`src/verilog/adc_xy_pkg.sv`:
```
package adc_xy_pkg;

  // adc front end
  localparam int ADC_BITS = 10;

  // frame buffer in pixels
  localparam int FB_W = 64;
  localparam int FB_H = 48;
  localparam int COORD_BITS = $clog2(FB_W);

  // clk cycles per pixel
  localparam int PIX_DIV = 4;

  // horizontal timing in pixels
  localparam int H_VISIBLE = FB_W;
  localparam int H_FRONT = 8;
  localparam int H_SYNC = 8;
  localparam int H_BACK = 16;
  localparam int H_TOTAL = H_VISIBLE + H_FRONT + H_SYNC + H_BACK;
  localparam int H_SYNC_START = H_VISIBLE + H_FRONT;
  localparam int H_SYNC_END = H_SYNC_START + H_SYNC;

  // vertical timing in lines
  localparam int V_VISIBLE = FB_H;
  localparam int V_FRONT = 2;
  localparam int V_SYNC = 2;
  localparam int V_BACK = 4;
  localparam int V_TOTAL = V_VISIBLE + V_FRONT + V_SYNC + V_BACK;
  localparam int V_SYNC_START = V_VISIBLE + V_FRONT;
  localparam int V_SYNC_END = V_SYNC_START + V_SYNC;

  typedef logic [ADC_BITS-1:0] adc_word_t;
  typedef logic [COORD_BITS-1:0] coord_t;
  // y in the upper half, x in the lower half
  typedef logic [2*COORD_BITS-1:0] fb_addr_t;
  typedef logic [3:0] color_t;
  // red 11:8, green 7:4, blue 3:0
  typedef logic [11:0] pixel_t;
  typedef logic [6:0] hcount_t;
  typedef logic [5:0] vcount_t;

  typedef struct packed {
    fb_addr_t addr;
    pixel_t   pixel;
  } plot_t;

  typedef struct packed {
    hcount_t hcount;
    vcount_t vcount;
    logic    visible;
    logic    hsync;
    logic    vsync;
  } vga_pos_t;

  typedef enum logic [1:0] {
    ARB_IDLE,
    ARB_WRITE,
    ARB_ACK
  } arb_state_e;

  typedef enum logic [1:0] {
    HS_IDLE,
    HS_REQ,
    HS_RELEASE
  } hs_state_e;

endpackage

```
`src/verilog/adc_sample.sv`:
```
module adc_sample
  import adc_xy_pkg::*;
(
  input  logic      clk,
  input  logic      rst_n,
  input  logic      adc_clk,
  input  adc_word_t adc_x,
  input  adc_word_t adc_y,
  input  logic      adc_red,
  input  logic      adc_grn,
  input  logic      adc_blu,
  output logic      plot_req,
  output plot_t     plot,
  input  logic      plot_ack
);

  logic [1:0] adc_sync;
  logic       adc_prev;
  logic       adc_strobe;
  hs_state_e  hs_state;
  logic       take;

  coord_t     pt_x;
  coord_t     pt_y;
  logic [7:0] y_mul;
  pixel_t     pt_pixel;

  // adc_clk is asynchronous to clk
  always_ff @(posedge clk or negedge rst_n) begin
    if (!rst_n) begin
      adc_sync <= 2'b00;
      adc_prev <= 1'b0;
    end else begin
      adc_sync <= {adc_sync[0], adc_clk};
      adc_prev <= adc_sync[1];
    end
  end

  assign adc_strobe = adc_sync[1] && !adc_prev;

  // strobes during a handshake are dropped
  assign take = adc_strobe && (hs_state == HS_IDLE);

  // top six bits of x, y scaled by 3/4 onto 48 rows
  assign pt_x     = adc_x[ADC_BITS-1 -: COORD_BITS];
  assign y_mul    = {2'b00, adc_y[ADC_BITS-1 -: COORD_BITS]}
                  + {1'b0, adc_y[ADC_BITS-1 -: COORD_BITS], 1'b0};
  assign pt_y     = y_mul[7:2];
  assign pt_pixel = {{4{adc_red}}, {4{adc_grn}}, {4{adc_blu}}};

  always_ff @(posedge clk or negedge rst_n) begin
    if (!rst_n) begin
      hs_state <= HS_IDLE;
    end else begin
      case (hs_state)
        HS_IDLE: begin
          if (take) begin
            hs_state <= HS_REQ;
          end
        end
        HS_REQ: begin
          if (plot_ack) begin
            hs_state <= HS_RELEASE;
          end
        end
        HS_RELEASE: begin
          if (!plot_ack) begin
            hs_state <= HS_IDLE;
          end
        end
        default: hs_state <= HS_IDLE;
      endcase
    end
  end

  // held stable for the whole request
  always_ff @(posedge clk) begin
    if (take) begin
      plot.addr  <= {pt_y, pt_x};
      plot.pixel <= pt_pixel;
    end
  end

  assign plot_req = (hs_state == HS_REQ);

endmodule

```
`src/verilog/fb_arbiter.sv`:
```
module fb_arbiter
  import adc_xy_pkg::*;
(
  input  logic       clk,
  input  logic       rst_n,
  input  logic [1:0] phase,

  // scan-out read port
  input  logic       rd_strobe,
  input  fb_addr_t   rd_addr,
  output pixel_t     rd_data,

  // plot write port
  input  logic       plot_req,
  input  plot_t      plot,
  output logic       plot_ack,

  // sram pins
  output fb_addr_t   sram_addr,
  output pixel_t     sram_data_out,
  input  pixel_t     sram_data_in,
  output logic       sram_data_oe,
  output logic       sram_we_n,
  output logic       sram_oe_n,
  output logic       sram_ce_n
);

  arb_state_e state;
  logic       rd_go;
  logic       wr_go;

  // read owns phases 0 and 1
  assign rd_go = rd_strobe && (phase == 2'd0);

  // write pins are set up at the end of phase 1 so the pulse lands in phase 2
  assign wr_go = (state == ARB_IDLE) && plot_req && (phase == 2'd1);

  always_ff @(posedge clk or negedge rst_n) begin
    if (!rst_n) begin
      state <= ARB_IDLE;
    end else begin
      case (state)
        ARB_IDLE: begin
          if (wr_go) begin
            state <= ARB_WRITE;
          end
        end
        // we_n is low for this one cycle
        ARB_WRITE: begin
          state <= ARB_ACK;
        end
        ARB_ACK: begin
          if (!plot_req) begin
            state <= ARB_IDLE;
          end
        end
        default: state <= ARB_IDLE;
      endcase
    end
  end

  assign plot_ack = (state == ARB_ACK);

  always_ff @(posedge clk or negedge rst_n) begin
    if (!rst_n) begin
      sram_oe_n    <= 1'b1;
      sram_we_n    <= 1'b1;
      sram_data_oe <= 1'b0;
      sram_ce_n    <= 1'b1;
    end else begin
      sram_oe_n    <= !rd_go;
      sram_we_n    <= !wr_go;
      sram_data_oe <= wr_go;
      sram_ce_n    <= !(rd_go || wr_go);
    end
  end

  always_ff @(posedge clk) begin
    if (rd_go) begin
      sram_addr <= rd_addr;
    end else if (wr_go) begin
      sram_addr     <= plot.addr;
      sram_data_out <= plot.pixel;
    end
  end

  // phase 1, sram output has settled
  always_ff @(posedge clk) begin
    if (!sram_oe_n) begin
      rd_data <= sram_data_in;
    end
  end

endmodule

```
`src/verilog/vga_timing.sv`:
```
module vga_timing
  import adc_xy_pkg::*;
(
  input  logic       clk,
  input  logic       rst_n,
  output logic       pix_en,
  output logic [1:0] phase,
  output vga_pos_t   pos
);

  hcount_t hcount;
  vcount_t vcount;
  logic    h_last;
  logic    v_last;

  // clock enable divider
  always_ff @(posedge clk or negedge rst_n) begin
    if (!rst_n) begin
      phase <= 2'd0;
    end else if (phase == 2'(PIX_DIV - 1)) begin
      phase <= 2'd0;
    end else begin
      phase <= phase + 2'd1;
    end
  end

  assign pix_en = (phase == 2'd0);

  assign h_last = (hcount == hcount_t'(H_TOTAL - 1));
  assign v_last = (vcount == vcount_t'(V_TOTAL - 1));

  always_ff @(posedge clk or negedge rst_n) begin
    if (!rst_n) begin
      hcount <= '0;
      vcount <= '0;
    end else if (pix_en) begin
      if (h_last) begin
        hcount <= '0;
        if (v_last) begin
          vcount <= '0;
        end else begin
          vcount <= vcount + 1'b1;
        end
      end else begin
        hcount <= hcount + 1'b1;
      end
    end
  end

  // both syncs active low
  always_comb begin
    pos.hcount  = hcount;
    pos.vcount  = vcount;
    pos.visible = (hcount < hcount_t'(H_VISIBLE)) && (vcount < vcount_t'(V_VISIBLE));
    pos.hsync   = !((hcount >= hcount_t'(H_SYNC_START)) &&
                    (hcount < hcount_t'(H_SYNC_END)));
    pos.vsync   = !((vcount >= vcount_t'(V_SYNC_START)) &&
                    (vcount < vcount_t'(V_SYNC_END)));
  end

endmodule

```
`src/verilog/vga_scanout.sv`:
```
module vga_scanout
  import adc_xy_pkg::*;
(
  input  logic     clk,
  input  logic     rst_n,
  input  logic     pix_en,
  input  vga_pos_t pos,
  output logic     rd_strobe,
  output fb_addr_t rd_addr,
  input  pixel_t   rd_data,
  output color_t   vga_red,
  output color_t   vga_grn,
  output color_t   vga_blu,
  output logic     vga_hsync,
  output logic     vga_vsync
);

  logic   rd_q1;
  logic   rd_q2;
  pixel_t pix_q;
  logic   vis_d;
  logic   hs_d;
  logic   vs_d;

  // no read outside the visible area
  assign rd_strobe = pix_en && pos.visible;
  assign rd_addr   = {coord_t'(pos.vcount), coord_t'(pos.hcount)};

  // read data returns two cycles after the strobe
  always_ff @(posedge clk or negedge rst_n) begin
    if (!rst_n) begin
      rd_q1 <= 1'b0;
      rd_q2 <= 1'b0;
    end else begin
      rd_q1 <= rd_strobe;
      rd_q2 <= rd_q1;
    end
  end

  always_ff @(posedge clk) begin
    if (rd_q2) begin
      pix_q <= rd_data;
    end
  end

  // flags of the pixel being fetched
  always_ff @(posedge clk or negedge rst_n) begin
    if (!rst_n) begin
      vis_d <= 1'b0;
      hs_d  <= 1'b1;
      vs_d  <= 1'b1;
    end else if (pix_en) begin
      vis_d <= pos.visible;
      hs_d  <= pos.hsync;
      vs_d  <= pos.vsync;
    end
  end

  always_ff @(posedge clk or negedge rst_n) begin
    if (!rst_n) begin
      vga_red   <= '0;
      vga_grn   <= '0;
      vga_blu   <= '0;
      vga_hsync <= 1'b1;
      vga_vsync <= 1'b1;
    end else if (pix_en) begin
      vga_red   <= vis_d ? pix_q[11:8] : '0;
      vga_grn   <= vis_d ? pix_q[7:4] : '0;
      vga_blu   <= vis_d ? pix_q[3:0] : '0;
      vga_hsync <= hs_d;
      vga_vsync <= vs_d;
    end
  end

endmodule

```
`src/verilog/adc_xy_vga_top.sv`:
```
module adc_xy_vga_top
  import adc_xy_pkg::*;
(
  input  logic      clk,
  input  logic      rst_n,

  // adc front end
  input  logic      adc_clk,
  input  adc_word_t adc_x,
  input  adc_word_t adc_y,
  input  logic      adc_red,
  input  logic      adc_grn,
  input  logic      adc_blu,

  // sram
  output fb_addr_t  sram_addr,
  output pixel_t    sram_data_out,
  input  pixel_t    sram_data_in,
  output logic      sram_data_oe,
  output logic      sram_we_n,
  output logic      sram_oe_n,
  output logic      sram_ce_n,

  // vga
  output color_t    vga_red,
  output color_t    vga_grn,
  output color_t    vga_blu,
  output logic      vga_hsync,
  output logic      vga_vsync
);

  logic       plot_req;
  plot_t      plot;
  logic       plot_ack;
  logic       pix_en;
  logic [1:0] phase;
  vga_pos_t   pos;
  logic       rd_strobe;
  fb_addr_t   rd_addr;
  pixel_t     rd_data;

  adc_sample u_adc_sample (
    .clk     (clk),
    .rst_n   (rst_n),
    .adc_clk (adc_clk),
    .adc_x   (adc_x),
    .adc_y   (adc_y),
    .adc_red (adc_red),
    .adc_grn (adc_grn),
    .adc_blu (adc_blu),
    .plot_req(plot_req),
    .plot    (plot),
    .plot_ack(plot_ack)
  );

  fb_arbiter u_fb_arbiter (
    .clk          (clk),
    .rst_n        (rst_n),
    .phase        (phase),
    .rd_strobe    (rd_strobe),
    .rd_addr      (rd_addr),
    .rd_data      (rd_data),
    .plot_req     (plot_req),
    .plot         (plot),
    .plot_ack     (plot_ack),
    .sram_addr    (sram_addr),
    .sram_data_out(sram_data_out),
    .sram_data_in (sram_data_in),
    .sram_data_oe (sram_data_oe),
    .sram_we_n    (sram_we_n),
    .sram_oe_n    (sram_oe_n),
    .sram_ce_n    (sram_ce_n)
  );

  vga_timing u_vga_timing (
    .clk   (clk),
    .rst_n (rst_n),
    .pix_en(pix_en),
    .phase (phase),
    .pos   (pos)
  );

  vga_scanout u_vga_scanout (
    .clk      (clk),
    .rst_n    (rst_n),
    .pix_en   (pix_en),
    .pos      (pos),
    .rd_strobe(rd_strobe),
    .rd_addr  (rd_addr),
    .rd_data  (rd_data),
    .vga_red  (vga_red),
    .vga_grn  (vga_grn),
    .vga_blu  (vga_blu),
    .vga_hsync(vga_hsync),
    .vga_vsync(vga_vsync)
  );

endmodule

```
`config.mk`:
```
export PLATFORM = sky130hd
export DESIGN_NAME = adc_xy_vga_top
export DESIGN_NICKNAME = d
export VERILOG_FILES = /design/src/verilog/adc_xy_pkg.sv /design/src/verilog/adc_sample.sv /design/src/verilog/fb_arbiter.sv /design/src/verilog/vga_timing.sv /design/src/verilog/vga_scanout.sv /design/src/verilog/adc_xy_vga_top.sv
export SDC_FILE = /design/constraint.sdc
export NUM_CORES = 1
export LEC_CHECK = 0
export BUFFER_PORTS_ARGS = -buffer_cell sky130_fd_sc_hd__buf_4
export CAP_MARGIN = 15
export CORE_MARGIN = 10
export CORE_UTILIZATION = 46
export DETAILED_ROUTE_END_ITERATION = 6
export PLACE_DENSITY = 0.74
export SYNTH_ARGS = -nofsm -noshare
export SYNTH_HDL_FRONTEND = slang
export SYNTH_HIERARCHICAL = 1
export SYNTH_SLANG_ARGS = --single-unit
export TNS_END_PERCENT = 20
```
`constraint.sdc`:
```
create_clock -name clk -period 6.8 [get_ports clk]
set_input_delay 0.68 -clock clk [delete_from_list [all_inputs] [get_ports clk]]
set_output_delay 0.68 -clock clk [all_outputs]
set_load 0.05 [all_outputs]
```
==> flow_summary.json <==
{
  "gp_congestion": 0.778,
  "pwr-share-clk_pct": 29.7,
  "row_count": 35,
  "synth_top_area_share_pct": 42.8,
  "io_buffers": 71,
  "syn_inst": 297,
  "synthesis.nets": 347,
  "cts_hold_buffers": 0,
  "cts_buffers": 9,
  "viasPerCell": 4.85,
  "grt_pass1_vias": 2542,
  "grt_max_degree": 46,
  "synth_warnings": 6,
  "die_h_um": 118,
  "synth_edf_count": 63,
  "yosys_most_used_dff": "edfxtp_1",
  "hold-worst-slack_ns": 0.309,
  "antenna_left": 0,
  "cp.arrival_ns": 2.60,
  "intPower_uw": 961,
  "wl_um": 7290,
  "ir_worst_vdd_uv": 111,
  "combPwrFrac_pct": 9.6,
  "switchingPower_uw": 284,
  "cts_resized": 0,
  "antenna_cells": 0,
  "setup_viol": 0,
  "hp-class": "in -> async",
  "p_leak_nw": 2.16,
  "async_flop_share_pct": 41.7,
  "firstDrtPassIters": 4,
  "synthTopCellsByArea": "edfxtp_1 (43%), dfrtp_1 (22%), mux2_4 (4.4%), dfstp_2 (4.2%), buf_4 (3.7%)",
  "fin_tns_setup_ns": 0,
  "cts.clk_slew.worst_paths_ns": 0.09,
  "mappedNetlistArea_um2": 4420,
  "fillers": 790,
  "grt-ovfl-total": 0,
  "cp-start-kind": "flip-flop",
  "dpl_cell_area_um2": 4910,
  "preCtsSetupSlack_ns": 4.18,
  "period_minus_slack_ns": 2.62,
  "relSlewSlack_pct": 30.5,
  "clkSinkCount": 108,
  "yosys.area.top_type": "edfxtp_1",
  "finalMaxSlewViolations": 0,
  "tightest_slew_ns": 1.04,
  "drc": 0,
  "sw_frac_of_total_pct": 22.8,
  "cp.required_ns": 6.78,
  "drt-initial-drc-count": 70,
  "fp.dieW_um": 118,
  "initial_core_util_pct": 47.6,
  "r2r_cells": 4,
  "synth-seq-area-share_pct": 68.5,
  "cts_buffer_depth": 2,
  "via_count": 2360,
  "yosysMostFrequentCell": "edfxtp_1",
  "post-cts-setup-buffers": 0,
  "insertion_delay_ns": 0.35,
  "track_usage_pct": 10.7,
  "final_core_util_pct": 54.9,
  "pwr-share-seq_pct": 60.6,
  "powerDensity_nw_per_um2": 244,
  "syn2layout_area_growth_pct": 15.5,
  "maxCapViolCount": 0,
  "cts_tree": "built",
  "end_kind": "flip-flop",
  "synthTopCellsByCount": "edfxtp_1 (63), dfrtp_1 (38), inv_1 (24)",
  "coreArea_um2": 9280,
  "rsz0062_at_grt": "no",
  "antenna_found_initial": 0,
  "rrSetupSlack_ns": 4.18,
  "h-tree-depth": 3,
  "hold_viol_final": 0,
  "dp_hpwl_um": 5270,
  "drt-wirelength-per-cell_um": 15.0,
  "ys_seq_elements": 108,
  "cts_root_buf": "clkbuf_8",
  "post-route-period-util_pct": 38.5,
  "syn_area_per_cell_um2": 14.9,
  "clock_skew_ns": 0.0136,
  "fmax_mhz": 382,
  "layout.nets": 403,
  "die_area_um2": 13900,
  "path_class": "reg -> reg",
  "drive_gt1_share_pct": 33.0,
  "stdcell_area_um2": 5100,
  "grt_pass1_wl_um": 12000,
  "cp_max_fo": 15,
  "status": "finished clean",
  "fin_ws_ns": 4.18,
  "ioPinCount": 80,
  "ys_types": 48
}
-- logic make-up after synthesis --
group	after synthesis	share of synthesized area, %
and+or+nand+nor	61	7.91
muxes	21	6.40
buffers and inverters	52	7.08
xor gates and xnor gates	8	1.59
DFF	108	68.5
AOI/OAI and AO/OA	35	4.90
adders and majority gates	12	3.57
-- worst paths after layout --
kind	start	endpoint
hold reg to reg	u_vga_scanout/rd_q1	u_vga_scanout/rd_q2
setup reg to reg	u_vga_timing/vcount[5]	u_fb_arbiter/sram_addr[8]
hold / removal	rst_n	u_vga_scanout/vga_grn[1]
setup / recovery	u_vga_timing/vcount[5]	u_fb_arbiter/sram_addr[8]
max in group asynchronous	rst_n	u_fb_arbiter/sram_data_oe
min in group clk	u_vga_scanout/rd_q1	u_vga_scanout/rd_q2
-- power by group through the flow --
stage	Clock (mW)	Combinational, mW	Sequential [mW]
CTS	0.382	0.124	0.755
global route	0.401	0.136	0.758
global placement	0	0.116	0.768
finish	0.370	0.120	0.755
floorplan	0	0.0868	0.766
detailed placement	0	0.122	0.769
-- critical path, stage by stage (launching register included) --
cell	delay [ns]
dfrtp_1	0.46
a21oi_1	0.23
and2_1	0.16
or3b_1	0.68
o21ai_1	0.71
-- flip-flops by register name (all words and copies together), names as in the netlist, 4 cells and up --
register / cells
u_vga_timing/hcount: 7
u_fb_arbiter/sram_addr: 12
u_vga_scanout/vga_red: 4
u_fb_arbiter/rd_data: 12
u_vga_timing/vcount: 6
u_fb_arbiter/sram_data_out: 12
u_vga_scanout/vga_grn: 4
u_vga_scanout/pix_q: 12
u_adc_sample/plot: 15
u_vga_scanout/vga_blu: 4
-- final cells by class --
cell class              count  area, µm²  area share, %
clock inverters             6       62.6           1.23
inverters                  24       90.1           1.77
flip-flops and latches    108       3030           59.4
well taps                 129        161           3.17
repair buffers             73        548           10.7
multi-input cells         137       1080           21.2
clock buffers              10        128           2.50
-- through the flow --
stage                     instances  power [mW]
after floorplan                 297       0.853
after global placement          471       0.884
after detailed placement        471       0.891
after CTS                       487        1.26
after global routing            487        1.30
final                           487        1.24
-- cell usage in the layout, fill, tap and decap left out, types with 4 or more instances in the layout --
cell type | Yosys | routed
clkbuf_8 | 0 | 9
dfstp_2 | 7 | 7
o21ai_0 | 19 | 18
buf_4 | 22 | 73
nor2_1 | 8 | 8
dfrtp_1 | 38 | 38
mux2_4 | 13 | 13
nand3_1 | 17 | 17
mux2_2 | 6 | 6
inv_1 | 24 | 24
ha_1 | 11 | 11
nand2_1 | 10 | 10
edfxtp_1 | 63 | 63
nor2b_1 | 4 | 4
xnor2_1 | 7 | 7
-- layer usage --
| metal | GRT usage (%) | up-vias | routed length (µm) |
|---|---|---|---|
| li1 | - | 1144 | - |
| met1 | 11.0 | 1158 | 3000 |
| met2 | 20.1 | 53 | 3970 |
| met3 | 2.83 | 5 | 238 |
| met4 | 3.94 | 0 | 84 |
| met5 | 0 | - | 0 |
Note: power is estimated with default switching activity, not from simulation.
